File: config.mk
export PLATFORM = sky130hd
export DESIGN_NAME = smc_lite
export DESIGN_NICKNAME = d
export VERILOG_FILES = /design/src/smc_pkg.sv /design/src/smc_access_ctrl.sv /design/src/smc_ahb_if.sv /design/src/smc_lite.sv /design/src/smc_mem_port.sv
export VERILOG_INCLUDE_DIRS = /design/src /design/src/src
export SDC_FILE = /design/constraint.sdc
export NUM_CORES = 1
export LEC_CHECK = 0
export BUFFER_PORTS_ARGS = -buffer_cell sky130_fd_sc_hd__clkbuf_2
export CORE_UTILIZATION = 44
export DETAILED_ROUTE_END_ITERATION = 6
export PLACE_DENSITY = 0.75
export SLEW_MARGIN = 20
export SYNTH_ARGS = -nofsm -noshare
export SYNTH_HDL_FRONTEND = slang
export SYNTH_SLANG_ARGS = --single-unit
File: constraint.sdc
create_clock -name hclk16 -period 2.4 [get_ports hclk16]
set_input_delay 0.12 -clock hclk16 [delete_from_list [all_inputs] [get_ports hclk16]]
set_output_delay 0.12 -clock hclk16 [all_outputs]
set_load 0.1 [all_outputs]
File: src/smc_config.svh
// Build-time constants for the static memory controller
// SMC_WAIT_STATES must be 1 or more, as a byte access needs one pin setup cycle
// The external device is a single 8-bit SRAM with no bank select
`ifndef SMC_CONFIG_SVH
`define SMC_CONFIG_SVH

// External byte address width, 1 KB device
`define SMC_EXT_AW 10

// Extra cycles per external strobe
`define SMC_WAIT_STATES 2

// AHB data bus width
`define SMC_HDATA_W 32

// External data bus width, byte lanes assume 8
`define SMC_EXT_DW 8

`endif

File: src/smc_pkg.sv
// Shared types and AHB codes for the static memory controller
// Widths come from smc_config.svh
`include "smc_config.svh"
`default_nettype none

package smc_pkg;

  // ------------------------------------------------------------
  // Vector types
  typedef logic [31:0]              haddr_t;     // AHB byte address
  typedef logic [`SMC_HDATA_W-1:0]  hdata_t;     // AHB data bus
  typedef logic [`SMC_EXT_AW-1:0]   ext_addr_t;  // External byte address
  typedef logic [`SMC_EXT_DW-1:0]   ext_byte_t;  // External data
  typedef logic [1:0]               xfer_size_t; // hsize[1:0]
  typedef logic [1:0]               lane_t;      // Byte index in word

  // ------------------------------------------------------------
  // AHB codes
  localparam logic [1:0] TRN_IDLE   = 2'b00;
  localparam logic [1:0] TRN_BUSY   = 2'b01;
  localparam logic [1:0] TRN_NONSEQ = 2'b10;
  localparam logic [1:0] TRN_SEQ    = 2'b11;

  localparam logic [2:0] SZ_BYTE = 3'b000;
  localparam logic [2:0] SZ_HALF = 3'b001;
  localparam logic [2:0] SZ_WORD = 3'b010;

  localparam logic [1:0] RSP_OKAY  = 2'b00;
  localparam logic [1:0] RSP_ERROR = 2'b01;

  // Byte access sequencer
  typedef enum logic [1:0] {ST_IDLE, ST_STROBE, ST_NEXT, ST_DONE} access_state_e;

endpackage

`default_nettype wire
File: src/smc_access_ctrl.sv
// Byte access sequencer, splits one AHB transfer into 1, 2 or 4 byte accesses
// Each byte takes SMC_WAIT_STATES cycles in ST_STROBE plus one in ST_NEXT or ST_DONE
// strobe leads the external pins by one cycle, as the memory port registers them
`include "smc_config.svh"
`default_nettype none
`timescale 1ns/10ps

module smc_access_ctrl (
  input  logic                 hclk16,
  input  logic                 n_sys_reset16,
  input  logic                 new_access,    // Start of a transfer
  input  smc_pkg::xfer_size_t  xfer_size,
  input  smc_pkg::lane_t       start_lane,    // addr[1:0] of the transfer
  output logic                 smc_idle,
  output logic                 smc_done,      // Last cycle of a byte access
  output logic                 mac_done,      // Current byte is the final one
  output logic                 strobe,        // External access request
  output smc_pkg::lane_t       lane           // Current byte index
);
  import smc_pkg::*;

  localparam int WCNT_W = $clog2(`SMC_WAIT_STATES + 1);
  localparam logic [WCNT_W-1:0] WAIT_LAST = WCNT_W'(`SMC_WAIT_STATES);
  localparam logic [WCNT_W-1:0] WAIT_FIRST = WCNT_W'(1);

  access_state_e     state;
  access_state_e     next_state;
  logic [WCNT_W-1:0] wait_cnt;     // Cycles spent in ST_STROBE
  logic [1:0]        remain;       // Bytes left after the current one
  logic [1:0]        first_remain;

  // Bytes after the first, per size code
  always_comb
  begin
    case (xfer_size)
      SZ_HALF[1:0]: first_remain = 2'd1;
      SZ_WORD[1:0]: first_remain = 2'd3;
      default:      first_remain = 2'd0;   // Byte
    endcase
  end

  // ------------------------------------------------------------
  // Next state
  always_comb
  begin
    next_state = state;
    case (state)
      ST_IDLE:
        if (new_access)
          next_state = ST_STROBE;
      ST_STROBE:
        if (wait_cnt == WAIT_LAST)
          next_state = mac_done ? ST_DONE : ST_NEXT;
      ST_NEXT:
        next_state = ST_STROBE;  // Pins released for one cycle
      ST_DONE:
        next_state = ST_IDLE;    // hready high this cycle
      default:
        next_state = ST_IDLE;
    endcase
  end

  // ------------------------------------------------------------
  // State, counters and lane
  always_ff @(posedge hclk16 or negedge n_sys_reset16)
  begin
    if (!n_sys_reset16)
    begin
      state    <= ST_IDLE;
      wait_cnt <= '0;
      remain   <= '0;
      lane     <= '0;
    end
    else
    begin
      state <= next_state;
      case (state)
        ST_IDLE:
          if (new_access)
          begin
            remain   <= first_remain;
            lane     <= start_lane;
            wait_cnt <= WAIT_FIRST;
          end
        ST_STROBE:
          if (wait_cnt != WAIT_LAST)
            wait_cnt <= wait_cnt + 1'b1;
        ST_NEXT:
        begin
          remain   <= remain - 2'd1;
          lane     <= lane + 2'd1;     // Rising address order
          wait_cnt <= WAIT_FIRST;
        end
        default:
          wait_cnt <= wait_cnt;
      endcase
    end
  end

  assign smc_idle = (state == ST_IDLE);
  assign smc_done = (state == ST_NEXT) || (state == ST_DONE);
  assign mac_done = (remain == 2'd0);
  assign strobe   = (state == ST_STROBE);

endmodule

`default_nettype wire

File: src/smc_ahb_if.sv
// AHB-Lite slave front end of the static memory controller
// hready is expected to be the muxed bus ready, smc_hready when this is the only slave
// SEQ beats are taken like NONSEQ, no SPLIT or RETRY
`default_nettype none
`timescale 1ns/10ps

module smc_ahb_if (
  input  logic                 hclk16,        // AHB clock
  input  logic                 n_sys_reset16, // Async reset, active low
  input  smc_pkg::haddr_t      haddr,
  input  logic                 hsel,
  input  logic [1:0]           htrans,
  input  logic                 hwrite,
  input  logic [2:0]           hsize,
  input  smc_pkg::hdata_t      hwdata,
  input  logic                 hready,        // Bus ready in
  input  logic                 smc_idle,      // Sequencer idle
  input  logic                 smc_done,      // Last cycle of a byte strobe
  input  logic                 mac_done,      // Current byte is the final one
  input  smc_pkg::hdata_t      read_data,     // Assembled read word
  output smc_pkg::hdata_t      smc_hrdata,
  output logic                 smc_hready,
  output logic [1:0]           smc_hresp,
  output logic                 new_access,    // First data-phase cycle pulse
  output smc_pkg::haddr_t      addr,
  output smc_pkg::xfer_size_t  xfer_size,
  output logic                 n_read,        // Low for a read
  output smc_pkg::hdata_t      write_data
);
  import smc_pkg::*;

  logic trans_act;   // NONSEQ or SEQ
  logic ctrl_free;   // Sequencer can take a new transfer
  logic mis_err;     // Misaligned half or word
  logic valid;       // Accepted address phase
  logic r_ready;     // Registered ready level
  logic err_pend;    // Second ERROR cycle due

  // ------------------------------------------------------------
  // Address phase decode
  assign trans_act = (htrans == TRN_NONSEQ) || (htrans == TRN_SEQ);
  assign ctrl_free = smc_idle || (smc_done && mac_done);

  assign mis_err = hsel && hready && trans_act &&
                   (((hsize == SZ_HALF) && haddr[0]) ||
                    ((hsize == SZ_WORD) && (haddr[1:0] != 2'b00)));

  assign valid = hsel && hready && trans_act && !mis_err && ctrl_free;

  // Control captured for the data phase
  always_ff @(posedge hclk16)
  begin
    if (valid)
    begin
      addr      <= haddr;
      xfer_size <= hsize[1:0];
      n_read    <= hwrite;        // High means write
    end
    if (new_access)
      write_data <= hwdata;       // hwdata valid in first data cycle
  end

  always_ff @(posedge hclk16 or negedge n_sys_reset16)
  begin
    if (!n_sys_reset16)
      new_access <= 1'b0;
    else
      new_access <= valid;        // One cycle after address phase
  end

  // ------------------------------------------------------------
  // Ready and response
  always_ff @(posedge hclk16 or negedge n_sys_reset16)
  begin
    if (!n_sys_reset16)
    begin
      r_ready   <= 1'b1;
      err_pend  <= 1'b0;
      smc_hresp <= RSP_OKAY;
    end
    else
    begin
      if (valid || mis_err)
        r_ready <= 1'b0;          // Wait state or first ERROR cycle
      else if (smc_hready || err_pend)
        r_ready <= 1'b1;          // Transfer done, or second ERROR cycle
      if (mis_err)
      begin
        err_pend  <= 1'b1;
        smc_hresp <= RSP_ERROR;
      end
      else if (err_pend)
      begin
        err_pend  <= 1'b0;
        smc_hresp <= RSP_ERROR;   // Held with ready high
      end
      else
        smc_hresp <= RSP_OKAY;
    end
  end

  assign smc_hready = r_ready || (smc_done && mac_done);
  assign smc_hrdata = read_data;

endmodule

`default_nettype wire

File: src/smc_lite.sv
// Static memory controller top, AHB-Lite slave to one 8-bit async SRAM
// One access in flight at a time, back-pressure only through smc_hready
`default_nettype none
`timescale 1ns/10ps

module smc_lite (
  input  logic                 hclk16,
  input  logic                 n_sys_reset16,
  // AHB side
  input  smc_pkg::haddr_t      haddr,
  input  logic                 hsel,
  input  logic [1:0]           htrans,
  input  logic                 hwrite,
  input  logic [2:0]           hsize,
  input  smc_pkg::hdata_t      hwdata,
  input  logic                 hready,
  output smc_pkg::hdata_t      smc_hrdata,
  output logic                 smc_hready,
  output logic [1:0]           smc_hresp,
  // External bus
  output smc_pkg::ext_addr_t   ext_addr,
  output smc_pkg::ext_byte_t   ext_wdata,
  output logic                 n_cs,
  output logic                 n_oe,
  output logic                 n_we,
  input  smc_pkg::ext_byte_t   ext_rdata
);
  import smc_pkg::*;

  // ------------------------------------------------------------
  // Inter-block wires
  logic       new_access;
  haddr_t     addr;
  xfer_size_t xfer_size;
  logic       n_read;
  hdata_t     write_data;
  hdata_t     read_data;
  logic       smc_idle;
  logic       smc_done;
  logic       mac_done;
  logic       strobe;
  lane_t      lane;

  smc_ahb_if smc_ahb_if_inst (
    .hclk16        (hclk16),
    .n_sys_reset16 (n_sys_reset16),
    .haddr         (haddr),
    .hsel          (hsel),
    .htrans        (htrans),
    .hwrite        (hwrite),
    .hsize         (hsize),
    .hwdata        (hwdata),
    .hready        (hready),
    .smc_idle      (smc_idle),
    .smc_done      (smc_done),
    .mac_done      (mac_done),
    .read_data     (read_data),
    .smc_hrdata    (smc_hrdata),
    .smc_hready    (smc_hready),
    .smc_hresp     (smc_hresp),
    .new_access    (new_access),
    .addr          (addr),
    .xfer_size     (xfer_size),
    .n_read        (n_read),
    .write_data    (write_data)
  );

  smc_access_ctrl smc_access_ctrl_inst (
    .hclk16        (hclk16),
    .n_sys_reset16 (n_sys_reset16),
    .new_access    (new_access),
    .xfer_size     (xfer_size),
    .start_lane    (addr[1:0]),     // First byte lane
    .smc_idle      (smc_idle),
    .smc_done      (smc_done),
    .mac_done      (mac_done),
    .strobe        (strobe),
    .lane          (lane)
  );

  smc_mem_port smc_mem_port_inst (
    .hclk16        (hclk16),
    .n_sys_reset16 (n_sys_reset16),
    .addr          (addr),
    .n_read        (n_read),
    .write_data    (write_data),
    .strobe        (strobe),
    .lane          (lane),
    .smc_done      (smc_done),
    .new_access    (new_access),
    .ext_rdata     (ext_rdata),
    .ext_addr      (ext_addr),
    .ext_wdata     (ext_wdata),
    .n_cs          (n_cs),
    .n_oe          (n_oe),
    .n_we          (n_we),
    .read_data     (read_data)
  );

endmodule

`default_nettype wire

File: src/smc_mem_port.sv
// External SRAM pin driver and read lane assembly
// Strobes are registered from strobe, so pins trail it by one cycle
// ext_addr and ext_wdata follow addr and lane directly
// The byte on ext_rdata passes to read_data while smc_done is high
`include "smc_config.svh"
`default_nettype none
`timescale 1ns/10ps

module smc_mem_port (
  input  logic                 hclk16,
  input  logic                 n_sys_reset16,
  input  smc_pkg::haddr_t      addr,          // Captured AHB address
  input  logic                 n_read,        // Low for a read
  input  smc_pkg::hdata_t      write_data,
  input  logic                 strobe,        // Access request level
  input  smc_pkg::lane_t       lane,          // Current byte index
  input  logic                 smc_done,      // Sample point for read byte
  input  logic                 new_access,    // Clears read_data
  input  smc_pkg::ext_byte_t   ext_rdata,
  output smc_pkg::ext_addr_t   ext_addr,
  output smc_pkg::ext_byte_t   ext_wdata,
  output logic                 n_cs,
  output logic                 n_oe,
  output logic                 n_we,
  output smc_pkg::hdata_t      read_data
);
  import smc_pkg::*;

  logic [4:0] lane_bit;   // Bit offset of the current lane
  hdata_t     rd_word;    // Bytes already returned

  assign lane_bit = {lane, 3'b000};

  // ------------------------------------------------------------
  // External strobes, all high when no access
  always_ff @(posedge hclk16 or negedge n_sys_reset16)
  begin
    if (!n_sys_reset16)
    begin
      n_cs <= 1'b1;
      n_oe <= 1'b1;
      n_we <= 1'b1;
    end
    else
    begin
      n_cs <= !strobe;
      n_oe <= !(strobe && !n_read);   // Read only
      n_we <= !(strobe && n_read);    // Write only
    end
  end

  // Word bits from AHB, byte bits from the sequencer
  assign ext_addr  = {addr[`SMC_EXT_AW-1:2], lane};
  assign ext_wdata = write_data[lane_bit +: `SMC_EXT_DW];

  // ------------------------------------------------------------
  // Read data assembly
  // Unread lanes stay zero for the whole transfer
  always_ff @(posedge hclk16)
  begin
    if (new_access)
      rd_word <= '0;
    else if (smc_done && !n_read)
      rd_word[lane_bit +: `SMC_EXT_DW] <= ext_rdata;  // n_cs, n_oe low here
  end

  // Final byte visible in the last data-phase cycle
  always_comb
  begin
    read_data = rd_word;
    if (smc_done && !n_read)
      read_data[lane_bit +: `SMC_EXT_DW] = ext_rdata;
  end

endmodule

`default_nettype wire

==> results of run 1 <==
synth_stat cells (all sizes together) (7+ instances only):
| cell | instances | area [sq um] |
|---|---|---|
| edfxtp | 45 | 1351 |
| dfxtp | 32 | 640.6 |
| a22o | 30 | 272.8 |
| and2b | 22 | 165.2 |
| buf | 13 | 90.08 |
| inv | 12 | 45.04 |
| dfrtp | 11 | 275.3 |
| nor2b | 10 | 62.56 |
| ha | 8 | 100.1 |
| mux4 | 8 | 180.2 |
| nor2 | 7 | 26.28 |
| o21ai | 7 | 35.03 |
sequential cells by signal, summed over array words and instances (netlist names):
name,count
smc_ahb_if_inst.r_ready,1
smc_access_ctrl_inst.remain,2
smc_ahb_if_inst.smc_hresp,1
smc_ahb_if_inst.n_read,1
smc_ahb_if_inst.write_data,32
smc_mem_port_inst.n_oe,1
smc_mem_port_inst.rd_word,32
smc_mem_port_inst.n_cs,1
smc_ahb_if_inst.addr,10
smc_access_ctrl_inst.state,2
smc_access_ctrl_inst.lane,2
smc_ahb_if_inst.err_pend,1
smc_ahb_if_inst.new_access,1
smc_mem_port_inst.n_we,1
smc_access_ctrl_inst.wait_cnt,2
smc_ahb_if_inst.xfer_size,2
cell type report:
| cell class | instances | area [sq um] |
|---|---|---|
| Inverter | 12 | 47.55 |
| Clock buffer | 9 | 123.9 |
| Fill cell | 570 | 2359 |
| Tap cell | 105 | 131.4 |
| Clock inverter | 7 | 120.1 |
| Sequential cell | 92 | 2381 |
| Timing Repair Buffer | 175 | 1633 |
| Multi-Input combinational cell | 138 | 1421 |
power by group through the flow:
stage	registers, mW	clock network [mW]	logic (mW)
2_1_floorplan	2.19	0	1.67
3_3_place_gp	2.00	0	2.20
3_5_place_dp	2.01	0	2.24
4_1_cts	1.95	1.29	2.34
5_1_grt	1.98	1.35	2.46
6_report	1.96	1.26	2.35
worst min-delay path by stage:
| stage | startpoint | end | slack (ns) |
|---|---|---|---|
| floorplan | n_sys_reset16 | smc_access_ctrl_inst.remain[0] | -0.18 |
| global placement | n_sys_reset16 | smc_ahb_if_inst.err_pend | 0.05 |
| detailed placement | n_sys_reset16 | smc_ahb_if_inst.smc_hresp[0] | 0.05 |
| CTS | hready | smc_ahb_if_inst.err_pend | 0.09 |
| global route | hready | smc_ahb_if_inst.err_pend | 0.15 |
| finish | hready | smc_ahb_if_inst.err_pend | 0.11 |
per-layer routing:
metal,vias up,global-route usage,wire length [microns]
li1,1301,-,-
met1,1335,0.2548,3580
met2,79,0.3539,4621
met3,14,0.05421,329
met4,0,0.08205,153
met5,-,0,0
worst min-delay path: cells and delay by family:
kind                   cells  cell delay, ns
buffers and inverters      1            0.08
and+or+nand+nor            2            0.22
per-stage QoR:
| stage | utilization | std cells | area [sq um] | setup slack, ns |
|---|---|---|---|---|
| after detailed placement | 0.6150 | 467 | 5054 | 0.3444 |
| final | 0.7130 | 538 | 5858 | 0.05401 |
| after global placement | 0.6150 | 467 | 5054 | 0.3404 |
| after floorplan | - | 261 | 3974 | -0.1490 |
| after CTS | 0.7038 | 532 | 5783 | 0.003473 |
| after global routing | 0.7130 | 538 | 5858 | -0.04419 |
repair_timing:
action,in CTS,in global routing
setup endpoints to repair,23,30
resized for setup,0,4
hold endpoints to repair,61,0
hold buffers,47,0
setup buffers,2,6
pin swaps,2,2
cells by family after synthesis:
logic type,synth area share
buf+inv,0.04210
simple gates,0.1320
compound gates,0.1136
mux,0.05112
flops,0.6335
fa+ha+maj,0.02673
other cells,0.001001
==> impl_metrics.toml, run 1 <==
[pwr]
clkPwrFrac = 0.227
pwr-share-seq = 0.351
net-switching-power_mw = 2.313
p_sw_frac = 0.4154
combPwrFrac = 0.422
intPower_mw = 3.255
power_mw = 5.568
ir_drop_mv = 0.6618
p_per_area_mw_per_mm2 = 950.5
power.leakage_nw = 2.610

[final_layout]
layout_common_cells = "clkbuf_2 (81), dlygate4sd3_1 (47), edfxtp_1 (45)"
drive_gt1_frac = 0.4804
areaGrowthSynthToFinish_pct = 56.43
final_common_cell = "clkbuf_2"
diodes = 0
finalNetCount = 518

[floorplanning]
dieHeight_microns = 94.26
start_util = 0.4558
die_area_sq_mm = 0.008884
io-pin-count = 138
coreArea_sq_mm = 0.008217
die_x_microns = 94.26
rows = 33

[clock_network]
cts_tree = "built"
clkLatencyLatePin_ns = 0.36
clkTransAtPathRegs_ns = 0.09
cts_root_buf = "clkbuf_8"
numCtsBuffers = 9
cts.htree.levels = 3
clockBufferDepth = 2
clkSinkCount = 92

[placement]
dpl.hpwl_microns = 5624
port_buffers = 113
gp_congestion = 0.8214

[worst_setup_path]
arrival_ns = 2.23
slowest_stage = "dfrtp_4"
r2r_cells = 6
r2r_slack_ns = 0.52
path_buf_inv = 2
crit_path_start_kind = "flip-flop"
crit_start = "smc_access_ctrl_inst.lane[1]"
path_cells = "inv_1 > ha_1 > nand3b_4 > nor3_4 > a22o_2 > buf_12"
regToRegStartpoint = "smc_access_ctrl_inst.lane[1]"
crit_cells = 6
crit_type = "reg2out"
critPathMaxFanout = 10
r2r-end = "smc_mem_port_inst.rd_word[9]"
cp.required_ns = 2.28
crit_family = "simple AND/OR/NAND/NOR gates"
endpoint = "smc_hrdata[11]"
max_stage_delay_ns = 0.51
end_kind = "primary output"

[timing]
tightest_slew_ns = 0.7747
fmax_mhz = 426.3
maxSlewHeadroom = 0.4835
hold_violations = 0
setup_viol = 0
holdWs_ns = 0.1133
tns_ns = 0
period_needed_ns = 2.346
rsz0062_at_grt = "true"
fin_crit_sh = 0.9775
slew_viol_final = 0
skew_ns = 0.008955

[grt]
antenna_found_initial = 0
grt_pass1_vias = 2789
grt_max_degree = 47
overflow = 0
grt_pass1_wl_microns = 13680
grtUsageTotal = 0.2096

[yosys]
syn-num-nets = 351
ys_types = 41
ys_dominant_reg_cell = "edfxtp_1"
synth.ff_latch_count = 92
yosysSeqAreaShare = 0.6335
async_flop_share = 0.1630
avgSynthCellArea_sq_um = 14.35
synth_edf_count = 45
yosysWarnings = 0
syn-cell-area_sq_mm = 0.003745
synthCells = 261

[route]
vias = 2729
dr.pass1.iters = 5
viasPerCell = 5.072
finalWirelength_microns = 8684
ant_nets = 0
drt-wirelength-per-cell_microns = 16.14
drc = 0
drt_iter0_markers = 107

[worst_hold_path]
hold_class = "in2reg"
whs_path_depth = 3

[run]
cap_violations = 0

[status]
status = "finished clean"
Note: power is estimated with default switching activity, not from simulation.
==> run 2, diff against run 1 <==
- CORE_UTILIZATION: 44 -> 46
- CTS_BUF_LIST: default -> sky130_fd_sc_hd__clkbuf_8
- PLACE_DENSITY: 0.75 -> 0.78
==> run 2 against run 1 <==
Worst hold slack improved by 0.0048 ns. Critical path depth up 1. Final cell count decreased by 0.37%. Worst setup slack improved by 0.068 ns. Sequential share of layout area grew 0.25 points. Utilization up 3.3 points. First-iteration DRC count increased by 26%. Total power is 2.3% lower. Count of clock-buffer cells in the layout unchanged. Wire length down 0.48%. Maximum frequency up 3.0%. Cell area is 0.62% lower. Critical path type unchanged. Largest cell class unchanged.
==> impl_metrics.toml, run 2 (synthesized netlist as in run 1, its figures left out) <==
[route]
ant_nets = 0
wl_met1_microns = 3358
drt_iter0_markers = 135
finalWirelength_microns = 8642
dr.pass1.iters = 4
drt-wirelength-per-cell_microns = 16.12
drc = 0
vias = 2713
wl_met2_microns = 4914
routed.top_layer = "met4"
viasPerCell = 5.062
wl_met3_microns = 300

[grt]
grt_pass1_vias = 2835
grt_pass1_wl_microns = 14040
antenna_found_initial = 0
overflow = 0
grt_max_degree = 29
grtUsageTotal = 0.2188

[clock_network]
numCtsBuffers = 9
cts.htree.levels = 3
cts_tree = "built"
clkTransAtPathRegs_ns = 0.08
clkLatencyLatePin_ns = 0.35
clockBufferDepth = 2
clkSinkCount = 92
cts_root_buf = "clkbuf_8"

[timing]
period_needed_ns = 2.278
tightest_slew_ns = 0.5574
slew_viol_final = 0
maxSlewHeadroom = 0.6300
tns_ns = 0
fmax_mhz = 439.0
skew_ns = 0.009476
setup_viol = 0
setup_slack_ns = 0.1220
rsz0062_at_grt = "false"
fin_crit_sh = 0.9492
hold_violations = 0

[worst_setup_path]
path_cells = "inv_1 > ha_2 > nand2b_2 > nor4_4 > buf_4 > a22o_2 > buf_12"
crit_path_start_kind = "flip-flop"
crit_type = "reg2out"
max_stage_delay_ns = 0.42
cp.required_ns = 2.28
path_buf_inv = 3
slowest_stage = "dfrtp_4"
end_kind = "primary output"
arrival_ns = 2.16
critPathMaxFanout = 7
crit_family = "simple AND/OR/NAND/NOR gates"

[floorplanning]
io-pin-count = 138
coreArea_sq_mm = 0.007807
die_x_microns = 92.23
start_util = 0.4796
dieHeight_microns = 92.23
rows = 32
die_area_sq_mm = 0.008505

[pwr]
ir_drop_mv = 0.5754
power.leakage_nw = 2.598
p_per_area_mw_per_mm2 = 934.5

[final_layout]
seqCellArea_sq_mm = 0.002381
areaGrowthSynthToFinish_pct = 55.46
final_common_cell = "clkbuf_2"
multiInputGateArea_sq_mm = 0.001421
finalInstanceArea_sq_mm = 0.005822
finalNetCount = 519
drive_gt1_frac = 0.4793
n_fill_cell = 489
layout_common_cells = "clkbuf_2 (81), dlygate4sd3_1 (47), edfxtp_1 (45)"
diodes = 0
biggestRegsByFlops = "smc_ahb_if_inst.write_data: 32 flops, smc_mem_port_inst.rd_word: 32 flops, smc_ahb_if_inst.addr: 10 flops"

[placement]
gp_congestion = 0.7726
dpl_cell_area_sq_mm = 0.005057
port_buffers = 113
dpl.hpwl_microns = 6062
place_ws_ns = 0.2579

[status]
status = "finished clean"

[run]
cap_violations = 0

[worst_hold_path]
hold_class = "in2reg"
run 2: changes by cell type in the layout (fill, tap and decap cells not counted):
cell	previous run	this run
clkinv_2	0	1
inv_1	11	12
inv_6	2	0
clkinvlp_4	0	2
inv_4	3	1
buf_12	32	31
buf_4	14	16
bufinv_16	3	2
clkinv_4	0	1
run 2: through the flow:
stage	instances	total power, mW	util	hold slack, ns
floorplan	261	3.865	-	-0.1756
global placement	465	4.199	0.6478	0.04350
detailed placement	465	4.267	0.6478	0.04797
CTS	534	5.465	0.7426	0.09600
global route	536	5.673	0.7457	0.1245
finish	536	5.440	0.7457	0.1180
run 2: layout make-up:
cell class	instances	area share
Inverter	12	0.008167
Sequential cell	92	0.4090
Multi-Input combinational cell	138	0.2441
Clock inverter	7	0.01590
Timing Repair Buffer	176	0.2796
Tap cell	102	0.02192
Clock buffer	9	0.02128
run 2: per-layer routing:
layer	GRT usage	up-vias
met5	0	-
met4	0.06641	0
met3	0.04726	6
met2	0.3937	72
met1	0.2606	1331
li1	-	1304
run 2: power breakdown:
part           switching (mW)  internal, mW
registers               0.114          1.84
logic                    1.66         0.744
clock network           0.508         0.582
run 2: what timing repair did:
action	in CTS	in global routing
hold buffers	47	0
resized for setup	3	1
hold endpoints to repair	61	0
setup endpoints to repair	28	26
cloned	0	0
setup buffers	6	2
pin swaps	2	2
run 2: worst register-to-register path, delay by kind of cell (launching register included):
kind	cells	cell delay (ns)
buf+inv	2	0.51
flops	1	0.66
simple gates	2	0.42
run 2: path summary, 6_finish.rpt:
| path | startpoint | endpoint | slack [ns] | cells after the start |
|---|---|---|---|---|
| max | smc_access_ctrl_inst.lane[1] | smc_hrdata[27] | 0.12 | 7 |
| min | hready | smc_ahb_if_inst.err_pend | 0.12 | 3 |
| max reg2reg | smc_access_ctrl_inst.state[1] | smc_ahb_if_inst.xfer_size[0] | 0.50 | 4 |
| min reg2reg | smc_ahb_if_inst.err_pend | smc_ahb_if_inst.smc_hresp[0] | 0.48 | 1 |
| max in group asynchronous | n_sys_reset16 | smc_mem_port_inst.n_oe | 1.87 | 2 |
| min in group asynchronous | n_sys_reset16 | smc_access_ctrl_inst.remain[1] | 0.22 | 2 |
